## config.mk

```make
export PLATFORM = sky130hd
export DESIGN_NAME = fetch_router
export DESIGN_NICKNAME = d
export VERILOG_FILES = /design/src/fetch_pkg.sv /design/src/fetch_router.sv
export SDC_FILE = /design/constraint.sdc
export NUM_CORES = 1
export LEC_CHECK = 0
export ABC_AREA = 1
export CAP_MARGIN = 20
export CORE_AREA = 2 2 224 226
export DETAILED_ROUTE_END_ITERATION = 8
export DIE_AREA = 0 0 226 228
export DONT_BUFFER_PORTS = 1
export PLACE_DENSITY = 0.3
export SETUP_SLACK_MARGIN = 0.1
export SYNTH_ARGS = -nofsm -noshare
export SYNTH_HDL_FRONTEND = slang
export SYNTH_SLANG_ARGS = --single-unit
```

## constraint.sdc

```tcl
create_clock -name vclk -period 1.2
set_input_delay 0.18 -clock vclk [all_inputs]
set_output_delay 0.18 -clock vclk [all_outputs]
set_load 0.02 [all_outputs]
```

## src/bootrom.hex

```
// Row n holds boot ROM line n as 32 hex digits, word 0 in the low digits
// Each word is {line, ~line, word index}
00ff000300ff000200ff000100ff0000
01fe000301fe000201fe000101fe0000
02fd000302fd000202fd000102fd0000
03fc000303fc000203fc000103fc0000
04fb000304fb000204fb000104fb0000
05fa000305fa000205fa000105fa0000
06f9000306f9000206f9000106f90000
07f8000307f8000207f8000107f80000
08f7000308f7000208f7000108f70000
09f6000309f6000209f6000109f60000
0af500030af500020af500010af50000
0bf400030bf400020bf400010bf40000
0cf300030cf300020cf300010cf30000
0df200030df200020df200010df20000
0ef100030ef100020ef100010ef10000
0ff000030ff000020ff000010ff00000
10ef000310ef000210ef000110ef0000
11ee000311ee000211ee000111ee0000
12ed000312ed000212ed000112ed0000
13ec000313ec000213ec000113ec0000
14eb000314eb000214eb000114eb0000
15ea000315ea000215ea000115ea0000
16e9000316e9000216e9000116e90000
17e8000317e8000217e8000117e80000
18e7000318e7000218e7000118e70000
19e6000319e6000219e6000119e60000
1ae500031ae500021ae500011ae50000
1be400031be400021be400011be40000
1ce300031ce300021ce300011ce30000
1de200031de200021de200011de20000
1ee100031ee100021ee100011ee10000
1fe000031fe000021fe000011fe00000
20df000320df000220df000120df0000
21de000321de000221de000121de0000
22dd000322dd000222dd000122dd0000
23dc000323dc000223dc000123dc0000
24db000324db000224db000124db0000
25da000325da000225da000125da0000
26d9000326d9000226d9000126d90000
27d8000327d8000227d8000127d80000
28d7000328d7000228d7000128d70000
29d6000329d6000229d6000129d60000
2ad500032ad500022ad500012ad50000
2bd400032bd400022bd400012bd40000
2cd300032cd300022cd300012cd30000
2dd200032dd200022dd200012dd20000
2ed100032ed100022ed100012ed10000
2fd000032fd000022fd000012fd00000
30cf000330cf000230cf000130cf0000
31ce000331ce000231ce000131ce0000
32cd000332cd000232cd000132cd0000
33cc000333cc000233cc000133cc0000
34cb000334cb000234cb000134cb0000
35ca000335ca000235ca000135ca0000
36c9000336c9000236c9000136c90000
37c8000337c8000237c8000137c80000
38c7000338c7000238c7000138c70000
39c6000339c6000239c6000139c60000
3ac500033ac500023ac500013ac50000
3bc400033bc400023bc400013bc40000
3cc300033cc300023cc300013cc30000
3dc200033dc200023dc200013dc20000
3ec100033ec100023ec100013ec10000
3fc000033fc000023fc000013fc00000

```

## src/fetch_pkg.sv

```systemverilog
/*
 * Shared address map, line geometry and payload structs of the fetch path.
 * Both regions must be line aligned and must not overlap.
 * The program buffer holds a whole number of lines.
 */

package fetch_pkg;

    // Geometry
    localparam int PhysAddrWidth = 40;
    localparam int LineBits      = 128;
    localparam int WordBits      = 32;
    localparam int WordsPerLine  = LineBits / WordBits;  // 4
    localparam int LineBytes     = LineBits / 8;         // 16
    localparam int LineOffBits   = $clog2(LineBytes);    // Byte offset inside a line
    localparam int BeatWidth     = 2;

    // Region sizes
    localparam int BromLines      = 64;
    localparam int ProgbufWords   = 16;
    localparam int ProgbufLines   = ProgbufWords / WordsPerLine;
    localparam int LineIdxWidth   = $clog2(BromLines);   // Widest region-local index
    localparam int PbWordIdxWidth = $clog2(ProgbufWords);
    localparam int PbLineIdxWidth = $clog2(ProgbufLines);

    localparam string BromFile = "/design/src/bootrom.hex";

    typedef logic [PhysAddrWidth-1:0] phys_addr_t;
    typedef logic [LineBits-1:0]      fetch_line_t;

    // Address map, inclusive bounds
    localparam phys_addr_t BromBase    = 40'h000;
    localparam phys_addr_t BromEnd     = BromBase + BromLines * LineBytes - 1;      // 0x3FF
    localparam phys_addr_t ProgbufBase = 40'h800;
    localparam phys_addr_t ProgbufEnd  = ProgbufBase + ProgbufLines * LineBytes - 1; // 0x83F

    // Core fetch request
    typedef struct packed {
        logic       valid;
        phys_addr_t paddr;
    } fetch_req_t;

    // Fetch response, refills and merged output alike
    typedef struct packed {
        logic                 valid;
        fetch_line_t          data;
        logic [BeatWidth-1:0] beat;
    } fetch_resp_t;

    // Region-local line read from the router
    typedef struct packed {
        logic                    valid;
        logic [LineIdxWidth-1:0] idx;
    } line_rd_t;

    typedef struct packed {
        logic        valid;
        fetch_line_t data;
    } line_rsp_t;

    // Word write into the program buffer
    typedef struct packed {
        logic                      en;
        logic [PbWordIdxWidth-1:0] idx;
        logic [WordBits-1:0]       data;
    } pb_write_t;

endpackage

```

## src/fetch_router.sv

```systemverilog
/*
 * Uncacheable fetch decode and response merge. Purely combinational.
 * Unmapped addresses get ready low and never a response.
 * The environment must keep refills away from cycles with a memory response.
 */

`timescale 1ns/10ps

module fetch_router import fetch_pkg::*; (
    input  logic        clk_i,
    input  logic        sargantana_rstn,

    // Core side
    input  fetch_req_t  fetch_req_i,
    output logic        fetch_ready_o,

    // Memory read requests
    output line_rd_t    brom_rd_o,
    output line_rd_t    pb_rd_o,

    // Memory responses
    input  line_rsp_t   brom_rsp_i,
    input  line_rsp_t   pb_rsp_i,

    // Cache refill and merged response
    input  fetch_resp_t refill_resp_i,
    output fetch_resp_t fetch_resp_o
);

    logic       brom_hit;
    logic       pb_hit;
    phys_addr_t brom_off;
    phys_addr_t pb_off;

    function automatic logic range_check(phys_addr_t addr, phys_addr_t base, phys_addr_t last);
        return (addr >= base) && (addr <= last);
    endfunction

    // Region decode
    assign brom_hit = range_check(fetch_req_i.paddr, BromBase, BromEnd);
    assign pb_hit   = range_check(fetch_req_i.paddr, ProgbufBase, ProgbufEnd);

    // Level, independent of valid
    assign fetch_ready_o = brom_hit | pb_hit;

    // Offsets from each region base
    assign brom_off = fetch_req_i.paddr - BromBase;
    assign pb_off   = fetch_req_i.paddr - ProgbufBase;

    always_comb begin
        brom_rd_o.valid = fetch_req_i.valid & brom_hit;
        brom_rd_o.idx   = brom_off[LineOffBits +: LineIdxWidth]; // Drop byte offset
    end

    always_comb begin
        pb_rd_o.valid = fetch_req_i.valid & pb_hit;
        pb_rd_o.idx   = pb_off[LineOffBits +: LineIdxWidth];
    end

    // Response merge
    always_comb begin
        fetch_resp_o = refill_resp_i; // Refill passes through with its own beat
        if (brom_rsp_i.valid) begin
            fetch_resp_o.valid = 1'b1;
            fetch_resp_o.data  = brom_rsp_i.data;
            fetch_resp_o.beat  = '0;
        end else if (pb_rsp_i.valid) begin
            fetch_resp_o.valid = 1'b1;
            fetch_resp_o.data  = pb_rsp_i.data;
            fetch_resp_o.beat  = '0;
        end
    end

    // Regions are disjoint, so both memories can never answer at once
    a_single_mem_rsp: assert property (
        @(posedge clk_i) disable iff (!sargantana_rstn)
        !(brom_rsp_i.valid && pb_rsp_i.valid)
    ) else $error("Boot ROM and program buffer responded in the same cycle");

    // A refill here would be dropped by the merge
    a_no_refill_clash: assert property (
        @(posedge clk_i) disable iff (!sargantana_rstn)
        (brom_rsp_i.valid || pb_rsp_i.valid) |-> !refill_resp_i.valid
    ) else $error("Refill arrived together with an uncacheable response");

endmodule

```

==> impl_metrics.yaml <==
outcome:
  run_status: "completed"
layout:
  register_area_um2: 0
  seq_cells: 0
  n_clock_buffer: 0
  nNetsFinal: 1057
  area_growth_pct: 63.2
  layout-drive-gt1-share_pct: 32.7
drt:
  remaining_drc_errors: 0
  vias: 4880
  via_per_inst: 3.75
  dr.pass1.iters: 5
  drt_iter0_markers: 188
  antenna_left: 0
  routedWlPerCell_um: 21.1
  routed_wl_um: 27500
floorplan:
  dieArea_um2: 51500
  die_y_um: 228
  num_rows: 82
  initial_core_util_pct: 6.23
  core_area_um2: 49300
  die_x_um: 226
  ios: 578
worst_setup_path:
  critPathArrivalTime_ns: 0.98
  worstSetupEndpointType: "primary output"
  critPathBufInv: 1
  slowest_stage: "buf_4"
  path_delay_family: "simple AND/OR/NAND/NOR gates"
  max_stage_delay_ns: 0.15
  start_kind: "input pin"
  path_cells: "nor2_4 > nand2_2 > nor2_4 > nand2_2 > nor2_2 > nand2_1 > nor2_1 > buf_4"
  critical_path.max_fanout: 2
  crit_type: "input pin to primary output"
  critPathRequiredTime_ns: 1.02
synth:
  syn_nets: 1066
  yosys_warnings: 0
  synth-seq-area-share_pct: 0
  synth.distinct_cells: 14
  synth_area_um2: 3080
  synthCells: 634
  syn_area_per_cell_um2: 4.85
hold_path:
  hold_class: "input pin to primary output"
  min_path_cells: 0
  min_to: "pb_rd_o[1]"
  hold_start: "fetch_req_i[5]"
sta:
  hold_slack_ns: 0.360
  rsz0062_at_grt: "true"
  slew_headroom_pct: 77.8
  worst_slew_pin_slew_ns: 0.333
  hold_violations: 0
  timing.fmax_mhz: 860
  fin_crit_ns: 1.16
  setup_viol: 0
  slew_violations: 0
  post-route-period-util_pct: 96.9
place:
  numPortBuffers: 0
  finalWeightedCongestion: 0.888
  place_hpwl_um: 18300
global_routing:
  grt_pass1_vias: 4675
  gr-total-overflow: 0
  grt_use_total_pct: 9.23
  grt_max_degree: 132
  grt_pass1_wl_um: 33900
  antenna_found_initial: 14
power:
  peakVddDrop_uv: 141
  leakagePower_nw: 1.61
  p_per_area_nw_per_um2: 435
  p_total_w: 0.00218
clocking:
  cts_hold_buffers: 0
job:
  maxCapViolations: 0
-- final cells by class --
class              count  area, um2
diodes                 7       17.5
fillers             5764      44300
inverters             10       95.1
multi-input cells    555       3210
well taps            672        841
repair buffers        57        837
repair inverters       1       16.3
-- stage by stage --
stage	std cells	setup WS, ns	TNS [ns]	utilization (%)	cell area, um2
after detailed placement	1278	-0.117	-0.251	8.33	4110
final	1302	0.0378	0	10.2	5020
after global routing	1300	0.00505	0	10.2	5010
after CTS	1292	-0.0365	-0.0365	9.80	4840
after global placement	1278	-0.146	-0.339	8.33	4110
after floorplan	634	0.117	0	-	3400
-- kinds of logic (layout without fill, tap and decap cells) --
kind of cell	Yosys count	count (layout)	synth area share, %
other	0	7	0
AO/OA/AOI/OAI	256	256	45.9
buffers and inverters	79	68	17.4
AND/OR/NAND/NOR	299	299	36.7
-- timing repair --
| action | CTS | global route |
|---|---|---|
| resized for setup | 80 | 21 |
| pin swaps | 27 | 12 |
| endpoints found under the setup margin | 130 | 25 |
| buffers inserted | 2 | 0 |
| cloned | 12 | 3 |
-- cells in the mapped netlist --
cell | count | area, um2
buf_6 | 2 | 22.5
nor2_1 | 153 | 574
buf_4 | 18 | 135
inv_2 | 2 | 7.51
buf_8 | 10 | 150
inv_1 | 8 | 30.0
a21oi_1 | 221 | 1110
buf_2 | 34 | 170
nand3_1 | 1 | 5.00
nand4_1 | 1 | 6.26
and2_0 | 1 | 6.26
a21oi_2 | 35 | 307
nand2_1 | 143 | 537
clkbuf_1 | 5 | 18.8
-- power breakdown --
group | leakage, nW | switching, W | internal (W)
registers | 0 | 0 | 0
clock network | 0.0000444 | 0 | 0.000000000785
logic | 1.61 | 0.00142 | 0.000762
total | 1.61 | 0.00142 | 0.000762
-- cells in the final DEF, fill, tap and decap left out, types with 7 or more instances in the layout --
cell / n
nand2_2: 7
nor2_4: 8
a21oi_2: 86
nor2_1: 142
a21oi_4: 34
nand2_1: 135
a21oi_1: 136
buf_4: 33
diode_2: 7
buf_16: 16
-- how the worst max path moves through the flow --
stage / start / to / slack, ns / depth (start not counted)
after floorplan: brom_rsp_i[128] / fetch_resp_o[44] / 0.12 / 6
after global placement: fetch_req_i[35] / pb_rd_o[6] / -0.15 / 8
after detailed placement: fetch_req_i[35] / pb_rd_o[6] / -0.12 / 8
after CTS: fetch_req_i[19] / pb_rd_o[6] / -0.04 / 8
after global routing: fetch_req_i[39] / brom_rd_o[6] / 0.005 / 7
final: fetch_req_i[21] / brom_rd_o[6] / 0.04 / 8
-- routing by layer --
layer	global-route usage (%)	vias up	share of wire (%)
met3	2.70	66	10
met5	0	-	0.25
li1	-	2082	-
met2	17.6	436	51
met4	3.29	12	3.9
met1	9.41	2284	35
Power figures use the tool's default switching activity.
