==> config.mk <==
export PLATFORM = sky130hd
export DESIGN_NAME = progbuf
export DESIGN_NICKNAME = d
export VERILOG_FILES = /design/src/fetch_pkg.sv /design/src/progbuf.sv
export SDC_FILE = /design/constraint.sdc
export NUM_CORES = 1
export LEC_CHECK = 0
export BUFFER_PORTS_ARGS = -buffer_cell sky130_fd_sc_hd__buf_4
export CAP_MARGIN = 20
export CORE_ASPECT_RATIO = 1.25
export CORE_MARGIN = 2
export CORE_UTILIZATION = 40
export CTS_CLUSTER_SIZE = 24
export DETAILED_ROUTE_END_ITERATION = 10
export PLACE_DENSITY = 0.54
export REMOVE_ABC_BUFFERS = 1
export SLEW_MARGIN = 20
export SYNTH_ARGS = -nofsm -noshare
export SYNTH_HDL_FRONTEND = slang
export SYNTH_SLANG_ARGS = --single-unit
==> constraint.sdc <==
create_clock -name clk_i -period 1.6 [get_ports clk_i]
set_input_delay 0 -clock clk_i [delete_from_list [all_inputs] [get_ports clk_i]]
set_output_delay 0 -clock clk_i [all_outputs]
set_load 0.02 [all_outputs]
==> src/bootrom.hex <==
// Row n holds boot ROM line n as 32 hex digits, word 0 in the low digits
// Each word is {line, ~line, word index}
00ff000300ff000200ff000100ff0000
01fe000301fe000201fe000101fe0000
02fd000302fd000202fd000102fd0000
03fc000303fc000203fc000103fc0000
04fb000304fb000204fb000104fb0000
05fa000305fa000205fa000105fa0000
06f9000306f9000206f9000106f90000
07f8000307f8000207f8000107f80000
08f7000308f7000208f7000108f70000
09f6000309f6000209f6000109f60000
0af500030af500020af500010af50000
0bf400030bf400020bf400010bf40000
0cf300030cf300020cf300010cf30000
0df200030df200020df200010df20000
0ef100030ef100020ef100010ef10000
0ff000030ff000020ff000010ff00000
10ef000310ef000210ef000110ef0000
11ee000311ee000211ee000111ee0000
12ed000312ed000212ed000112ed0000
13ec000313ec000213ec000113ec0000
14eb000314eb000214eb000114eb0000
15ea000315ea000215ea000115ea0000
16e9000316e9000216e9000116e90000
17e8000317e8000217e8000117e80000
18e7000318e7000218e7000118e70000
19e6000319e6000219e6000119e60000
1ae500031ae500021ae500011ae50000
1be400031be400021be400011be40000
1ce300031ce300021ce300011ce30000
1de200031de200021de200011de20000
1ee100031ee100021ee100011ee10000
1fe000031fe000021fe000011fe00000
20df000320df000220df000120df0000
21de000321de000221de000121de0000
22dd000322dd000222dd000122dd0000
23dc000323dc000223dc000123dc0000
24db000324db000224db000124db0000
25da000325da000225da000125da0000
26d9000326d9000226d9000126d90000
27d8000327d8000227d8000127d80000
28d7000328d7000228d7000128d70000
29d6000329d6000229d6000129d60000
2ad500032ad500022ad500012ad50000
2bd400032bd400022bd400012bd40000
2cd300032cd300022cd300012cd30000
2dd200032dd200022dd200012dd20000
2ed100032ed100022ed100012ed10000
2fd000032fd000022fd000012fd00000
30cf000330cf000230cf000130cf0000
31ce000331ce000231ce000131ce0000
32cd000332cd000232cd000132cd0000
33cc000333cc000233cc000133cc0000
34cb000334cb000234cb000134cb0000
35ca000335ca000235ca000135ca0000
36c9000336c9000236c9000136c90000
37c8000337c8000237c8000137c80000
38c7000338c7000238c7000138c70000
39c6000339c6000239c6000139c60000
3ac500033ac500023ac500013ac50000
3bc400033bc400023bc400013bc40000
3cc300033cc300023cc300013cc30000
3dc200033dc200023dc200013dc20000
3ec100033ec100023ec100013ec10000
3fc000033fc000023fc000013fc00000

==> src/fetch_pkg.sv <==
/*
 * Shared address map, line geometry and payload structs of the fetch path.
 * Both regions must be line aligned and must not overlap.
 * The program buffer holds a whole number of lines.
 */

package fetch_pkg;

    // Geometry
    localparam int PhysAddrWidth = 40;
    localparam int LineBits      = 128;
    localparam int WordBits      = 32;
    localparam int WordsPerLine  = LineBits / WordBits;  // 4
    localparam int LineBytes     = LineBits / 8;         // 16
    localparam int LineOffBits   = $clog2(LineBytes);    // Byte offset inside a line
    localparam int BeatWidth     = 2;

    // Region sizes
    localparam int BromLines      = 64;
    localparam int ProgbufWords   = 16;
    localparam int ProgbufLines   = ProgbufWords / WordsPerLine;
    localparam int LineIdxWidth   = $clog2(BromLines);   // Widest region-local index
    localparam int PbWordIdxWidth = $clog2(ProgbufWords);
    localparam int PbLineIdxWidth = $clog2(ProgbufLines);

    localparam string BromFile = "/design/src/bootrom.hex";

    typedef logic [PhysAddrWidth-1:0] phys_addr_t;
    typedef logic [LineBits-1:0]      fetch_line_t;

    // Address map, inclusive bounds
    localparam phys_addr_t BromBase    = 40'h000;
    localparam phys_addr_t BromEnd     = BromBase + BromLines * LineBytes - 1;      // 0x3FF
    localparam phys_addr_t ProgbufBase = 40'h800;
    localparam phys_addr_t ProgbufEnd  = ProgbufBase + ProgbufLines * LineBytes - 1; // 0x83F

    // Core fetch request
    typedef struct packed {
        logic       valid;
        phys_addr_t paddr;
    } fetch_req_t;

    // Fetch response, refills and merged output alike
    typedef struct packed {
        logic                 valid;
        fetch_line_t          data;
        logic [BeatWidth-1:0] beat;
    } fetch_resp_t;

    // Region-local line read from the router
    typedef struct packed {
        logic                    valid;
        logic [LineIdxWidth-1:0] idx;
    } line_rd_t;

    typedef struct packed {
        logic        valid;
        fetch_line_t data;
    } line_rsp_t;

    // Word write into the program buffer
    typedef struct packed {
        logic                      en;
        logic [PbWordIdxWidth-1:0] idx;
        logic [WordBits-1:0]       data;
    } pb_write_t;

endpackage

==> src/progbuf.sv <==
/*
 * Debug program buffer. Word writes, line reads, registered read data.
 * A read in the same cycle as a write returns the old contents.
 * Contents clear to zero on reset.
 */

`timescale 1ns/10ps

module progbuf import fetch_pkg::*; (
    input  logic      clk_i,
    input  logic      sargantana_rstn,
    input  line_rd_t  rd_i,
    input  pb_write_t wr_i,
    output line_rsp_t rsp_o
);

    logic [WordBits-1:0] mem_q [ProgbufWords];

    logic [PbLineIdxWidth-1:0] rd_line;
    fetch_line_t               line_d;
    logic                      rsp_valid_q;
    fetch_line_t               rsp_data_q;

    // Word storage
    always_ff @(posedge clk_i, negedge sargantana_rstn) begin
        if (!sargantana_rstn) begin
            for (int i = 0; i < ProgbufWords; i++) begin
                mem_q[i] <= '0;
            end
        end else if (wr_i.en) begin
            mem_q[wr_i.idx] <= wr_i.data;
        end
    end

    assign rd_line = rd_i.idx[PbLineIdxWidth-1:0]; // Upper bits are zero for mapped reads

    // Gather the line, word 0 in the low bits
    always_comb begin
        for (int w = 0; w < WordsPerLine; w++) begin
            line_d[w*WordBits +: WordBits] = mem_q[rd_line * WordsPerLine + w];
        end
    end

    always_ff @(posedge clk_i, negedge sargantana_rstn) begin
        if (!sargantana_rstn) begin
            rsp_valid_q <= 1'b0;
        end else begin
            rsp_valid_q <= rd_i.valid;
        end
    end

    always_ff @(posedge clk_i) begin
        if (rd_i.valid) begin
            rsp_data_q <= line_d; // Sampled before this edge's write lands
        end
    end

    always_comb begin
        rsp_o.valid = rsp_valid_q;
        rsp_o.data  = rsp_data_q;
    end

    // Router decode must keep reads inside the buffer
    a_rd_in_range: assert property (
        @(posedge clk_i) disable iff (!sargantana_rstn)
        rd_i.valid |-> (rd_i.idx < ProgbufLines)
    ) else $error("Program buffer read index %0d out of range", rd_i.idx);

endmodule

==> results.md, run 1 <==
* Max incr delay on CP at 570 ps
* Routed WL per cell at 24.0 um
* Ant diodes at 0
* Initial core utilization at 40.4%
* Final Slew Violations at 0
* Cell Chain, Critical Path: dlygate4sd3_1, buf_8, buf_12, buf_12, mux4_2
* Tmin final at 1350 ps
* Logic pwr share at 16.8%
* Crit path DAT at 1660 ps
* Crit path max-delay cell type: dlygate4sd3_1
* Site Rows at 104
* Final setup viols at 0
* F_max at 741 MHz
* Dpl cells at 2,400
* Max_slew headroom at 70.1%
* Ys Warns at 0
* Clock power share at 34.3%
* Slew @ Worst Pin at 448 ps
* Hold Path Class: in2async
* RSZ-0062 raised after global routing: false
* Flop-to-flop setup slack at 410 ps
* CTS tree: built
* CTS Buffer Depth at 3
* Hold WS at 61.2 ps
* Clk sinks at 641
* Total number of H-tree levels at 3
* Share of layout cells above drive strength 1 at 58.1%
* Sw power at 11,100 uW
* CTS Buf Count at 67
* Final Wtd Congestion at 0.705
* # DRC at 0
* Non-filler cells, final at 2,558
* Crit path from: rd_i[0]
* Global-route wire length before repair at 93,700 um
* Pwr/cell area at 1430 nW/um^2
* Worst setup SP type: input pin
* Vias in the first global route at 14,600
* Drt pass-1 iters at 4
* Total wire length at 61,500 um
* Total grt overflow at 0
* Finished Core Util at 49.3%
* DR vias at 13,400
* Commonest non-fill, non-tap cell in the layout: dfrtp_1
* FF-to-FF path depth at 1
* Worst Path Class, Setup: in2reg
* Most frequent CP cell: buf_12
* Vias/cell at 5.25
* Tot GR Track Use at 18.9%
* Sequential share of power at 49.0%
* VDD IR max at 768 uV
* FF+latch count, synth at 641
* Worst Setup End Kind: flop
* Post-route ant nets at 0
* Switching Fraction at 24.5%
* Dpl hpwl at 37,800 um
* Pint at 34,200 uW
* Fin crit share at 84.3%
* Reg2reg end: rsp_data_q[112]
* Final nets at 1,704
* Syn_area_per_cell at 18.3 sq um
* Clk_lat worst skew at 590 ps
* Syn Inst Count at 1,419
* Core Region at 64,300 sq um
* Root buffer cell: clkbuf_16
* Synth-to-Final Area Change at 21.9%
* PortBufs at 170
* Die ar. at 67,000 sq um
* Max FO, Critical Path at 16
* Die H at 289 um
* Status: finished, final reports clean
* Boundary Pins at 175
* Critical R2R Launch: mem_q[16]
* Distinct cells, synth at 18
* Die width at 232 um
* Iteration-0 DRC Markers at 549
* Maximum capacitance violations at 0
* Filler cells at 5,435
* Final hold vios at 0
* Netlist Area Pre-Place at 26,000 sq um
* Most frequent cells in the layout: 513 x dfrtp_1, 509 x mux2_2, 191 x buf_4, 128 x mux4_2, 128 x edfxtp_1
* Critical Path RT at 1910 ps
* Worst Clk Skew at 19.7 ps
* Largest net degree at the start of global routing at 76
* Clk slew on worst S/H paths at 60 ps
* Static leakage at 0.0132 uW
* Sequential area share after synthesis at 64.2%
* Initial antenna violation count at 2
==> flip-flops by register name, summed over array words and instances, names as in the netlist <==
register     flops
mem_q          512
rsp_data_q     128
rsp_valid_q      1
==> per-stage QoR <==
| step | power, uW | setup TNS [ps] | area [sq um] | setup slack, ps |
|---|---|---|---|---|
| after floorplan | 26800 | -372700 | 25500 | -1380 |
| after global placement | 29700 | -27.8 | 29100 | -27.8 |
| after detailed placement | 30100 | -50.2 | 29100 | -34.7 |
| after CTS | 46000 | 0 | 31700 | 242 |
| after global routing | 47400 | 0 | 31700 | 207 |
| final | 45200 | 0 | 31700 | 251 |
==> what timing repair did <==
| item | CTS | global route |
|---|---|---|
| hold buffers | 37 | 0 |
| gates resized for setup | 0 | 0 |
| hold endpoints to repair | 1113 | 0 |
| setup buffers | 0 | 0 |
==> power by group through the flow <==
stage                     Sequential, uW  Clock [uW]  Combinational, uW
after floorplan                    22600           0               4190
after global placement             22300           0               7480
after detailed placement           22500           0               7660
after CTS                          22200       16000               7770
after global routing               22600       16700               8170
final                              22200       15500               7590
==> cell families (layout without fill, tap and decap cells) <==
family,Yosys count,count (layout),synth area share (%)
muxes,640,640,33.3
buffers and inverters,113,404,1.95
and+or+nand+nor,25,25,0.525
DFF,641,641,64.2
==> worst max-delay path: cells and delay by family <==
family / cells / cell delay [ps]
buffers and inverters: 4 / 1060
multiplexers: 1 / 570
==> Yosys cell counts <==
| cell | number | share of area, % |
|---|---|---|
| buf_2 | 62 | 1.2 |
| buf_1 | 1 | 0.014 |
| nand2b_1 | 3 | 0.072 |
| nor2_1 | 6 | 0.087 |
| buf_4 | 1 | 0.029 |
| nand3_1 | 2 | 0.039 |
| nand3b_1 | 2 | 0.058 |
| or3_1 | 2 | 0.048 |
| mux2_2 | 509 | 22 |
| nor3_1 | 6 | 0.12 |
| mux2_1 | 3 | 0.13 |
| mux4_2 | 128 | 11 |
| clkbuf_1 | 49 | 0.71 |
| nor4_2 | 1 | 0.048 |
| edfxtp_1 | 128 | 15 |
| dfrtp_1 | 513 | 49 |
| or4_1 | 1 | 0.029 |
| nand2_1 | 2 | 0.029 |
==> worst max-delay path by stage <==
stage                                  to  slack (ps)  cells past startpoint
final                       rsp_data_q[8]         250                      5
after global routing      rsp_data_q[112]         210                      5
after CTS                 rsp_data_q[112]         240                      5
after detailed placement       mem_q[486]         -30                      5
after global placement         mem_q[486]         -30                      5
after floorplan                mem_q[384]       -1380                      3
==> routing by layer <==
| layer | global-route usage [%] | wire length [um] | up-vias |
|---|---|---|---|
| li1 | - | - | 5800 |
| met1 | 24.6 | 26300 | 7306 |
| met2 | 32.4 | 31400 | 225 |
| met3 | 2.63 | 1960 | 93 |
| met4 | 6.84 | 1730 | 2 |
| met5 | 0 | 12 | - |
==> area by class of cell <==
class	count	area [sq um]	area share, %
Clock buffer	92	1900	6.01
Clock inverter	29	264	0.834
Multi-Input combinational cell	665	8870	28.0
Sequential cell	641	16700	52.7
Tap cell	848	1060	3.35
Timing Repair Buffer	283	2890	9.12
Note: power is estimated with default switching activity, not from simulation.
==> run 2, diff against run 1 <==
- clock period: 1.6 -> 1.3 ns (I/O delays scaled with it)
==> run 2 against run 1 <==
  * Utilization up 0.39 points
  * Critical path depth down 4
  * First-iteration DRC count up 17%
  * Setup slack worse by 200 ps
  * Hold slack better by 18 ps
  * Clock power up 23%
  * Wire length up 1.3%
  * Highest routed layer unchanged
==> results.md, run 2 (synthesized netlist as in run 1, its figures left out) <==
* FF-to-FF path depth at 1 (unchanged)
* Most frequent cells in the layout: 513 x dfrtp_1, 509 x mux2_2, 224 x buf_4, 128 x mux4_2, 128 x edfxtp_1
* Most flop-heavy register: mem_q
* Hold Path Depth at 2
* CTS Buf Count at 66 (-1.5%)
* Max_slew headroom at 74.3% (+4.2 points)
* PortBufs at 170 (unchanged)
* Die width at 232 um (unchanged)
* Worst Path Class, Setup: reg2out
* Critical Path RT at 1300 ps (-610 ps)
* M1 WL at 26,100 um (-0.87%)
* Boundary Pins at 175 (unchanged)
* Setup repair bufs after CTS at 0 (unchanged)
* Drt pass-1 iters at 4 (unchanged)
* Pwr/cell area at 1740 nW/um^2 (+22%)
* Site Rows at 104 (unchanged)
* Global-route wire length before repair at 95,300 um (+1.6%)
* Dpl hpwl at 40,200 um (+6.3%)
* Reg2reg end: rsp_data_q[38]
* Root buffer cell: clkbuf_16
* Vias/cell at 5.21 (-0.67%)
* Hold Path Class: in2reg
* VDD IR max at 965 uV (+26%)
* Post-route ant nets at 0 (unchanged)
* Total number of H-tree levels at 3 (unchanged)
* Cell Chain, Critical Path: buf_6
* Worst Hold End: rsp_data_q[40]
* RSZ-0062 raised after global routing: false
* Final setup viols at 0 (unchanged)
* Crit path DAT at 1250 ps (-410 ps)
* Initial antenna violation count at 2 (unchanged)
* Flop-to-flop setup slack at 100 ps (-310 ps)
* Core Region at 64,300 sq um (unchanged)
* Final nets at 1,735 (+1.8%)
* Commonest non-fill, non-tap cell in the layout: dfrtp_1
* Slew @ Worst Pin at 385 ps (-63.0 ps)
* Tot GR Track Use at 19.2% (+0.35 points)
* Buf+Inv Stages, Crit Path at 1 (-3)
* Share of layout cells above drive strength 1 at 59.3% (+1.2 points)
* Total wire length at 62,300 um (+1.3%)
* Die ar. at 67,000 sq um (unchanged)
* Tmin final at 1250 ps
* Maximum capacitance violations at 0 (unchanged)
* Synth-to-Final Area Change at 22.9%
* Ant diodes at 0 (unchanged)
* Non-filler cells, final at 2,587 (+1.1%)
* Cell family with most CP delay: flip-flops
* DR vias at 13,500 (+0.45%)
* Max Used Layer: met5
* Status: finished, final reports clean
* Clk sinks at 641 (unchanged)
* Largest regs: mem_q: 512 flops, rsp_data_q: 128 flops, rsp_valid_q: 1 flops
* Worst Clk Skew at 13.7 ps (-5.97 ps)
* Crit path max-delay cell type: edfxtp_1
* WL met2 at 32,400 um (+3.1%)
* Initial core utilization at 40.4% (unchanged)
* Max FFs per register at 512 (unchanged)
* Largest net degree at the start of global routing at 75 (-1.3%)
* Met3 wire length at 2180 um (+12%)
* Final Wtd Congestion at 0.733 (+4.0%)
* Final WS setup at 48.0 ps (-203 ps)
* Max incr delay on CP at 480 ps (-90 ps)
* Die H at 289 um (unchanged)
* Fin crit share at 96.3%
* Worst setup SP type: flop
* HP Start: rd_i[0]
* Worst Setup End Kind: output pin
* Filler cells at 5,446 (+0.20%)
* Total grt overflow at 0 (unchanged)
* Final hold vios at 0 (unchanged)
* Final Slew Violations at 0 (unchanged)
* Iteration-0 DRC Markers at 643 (+17%)
* Static leakage at 0.0134 uW (+1.2%)
* CTS tree: built
* Max FO, Critical Path at 1 (-15)
* Critical R2R Launch: mem_q[70]
* # DRC at 0 (unchanged)
* Dpl cells at 2,433 (+1.4%)
* Sum Neg Setup Slack at 0 ps (unchanged)
* Routed WL per cell at 24.1 um (+0.18%)
* Vias in the first global route at 15,000 (+2.7%)
* Place WS at -319 ps (-285 ps)
* Clk slew on worst S/H paths at 60 ps (about the same)
* F_max at 799 MHz
* CTS Buffer Depth at 3 (unchanged)
* Clk_lat worst skew at 590 ps (about the same)
-- run 2: changes by cell type in the layout (fill, tap and decap cells not counted), sizes merged --
cell      change
buf          +32
clkinv       -14
bufinv        -2
clkbuf       +11
clkinvlp      +2
-- run 2: worst max-delay path by stage --
stage	startpoint	endpoint	slack [ps]	cells past startpoint
2_1_floorplan	wr_i[35]	mem_q[384]	-1680	3
3_3_place_gp	wr_i[33]	mem_q[486]	-300	5
3_5_place_dp	wr_i[33]	mem_q[486]	-320	5
4_1_cts	rsp_data_q[20]	rsp_o[20]	-20	1
5_1_grt	rsp_data_q[20]	rsp_o[20]	20	1
6_report	rsp_data_q[20]	rsp_o[20]	50	1
-- run 2: per-layer routing --
layer	global-route usage (%)	up-vias
li1	-	5873
met1	24.7	7296
met2	33.5	225
met3	2.80	91
met4	6.47	2
met5	0	-
-- run 2: cell type report --
class | instances | area [sq um] | area share, %
clock buffer | 103 | 2020 | 6.34
clock inverter | 15 | 163 | 0.510
multi-input combinational | 665 | 8870 | 27.8
sequential | 641 | 16700 | 52.3
tap | 848 | 1060 | 3.32
timing repair buffer | 315 | 3120 | 9.77
-- run 2: repair_timing --
item | in CTS | in global routing
hold buffers | 36 | 0
endpoints found under the hold margin | 1120 | 0
resized for setup | 1 | 2
setup endpoints to repair | 1 | 76
-- run 2: power breakdown --
part	internal, uW	switching, uW	total, uW
clock	11300	7740	19000
sequential	25300	1960	27200
combinational	5570	3850	9420
-- run 2: through the flow --
| step | power, uW | hold WS (ps) | utilization, % | cell area, sq um |
|---|---|---|---|---|
| 2_1_floorplan | 33000 | -296 | - | 25500 |
| 3_3_place_gp | 36700 | -67.4 | 45.7 | 29400 |
| 3_5_place_dp | 37100 | -68.3 | 45.7 | 29400 |
| 4_1_cts | 56600 | 48.2 | 49.6 | 31900 |
| 5_1_grt | 58400 | 85.4 | 49.7 | 31900 |
| 6_report | 55700 | 78.9 | 49.7 | 31900 |
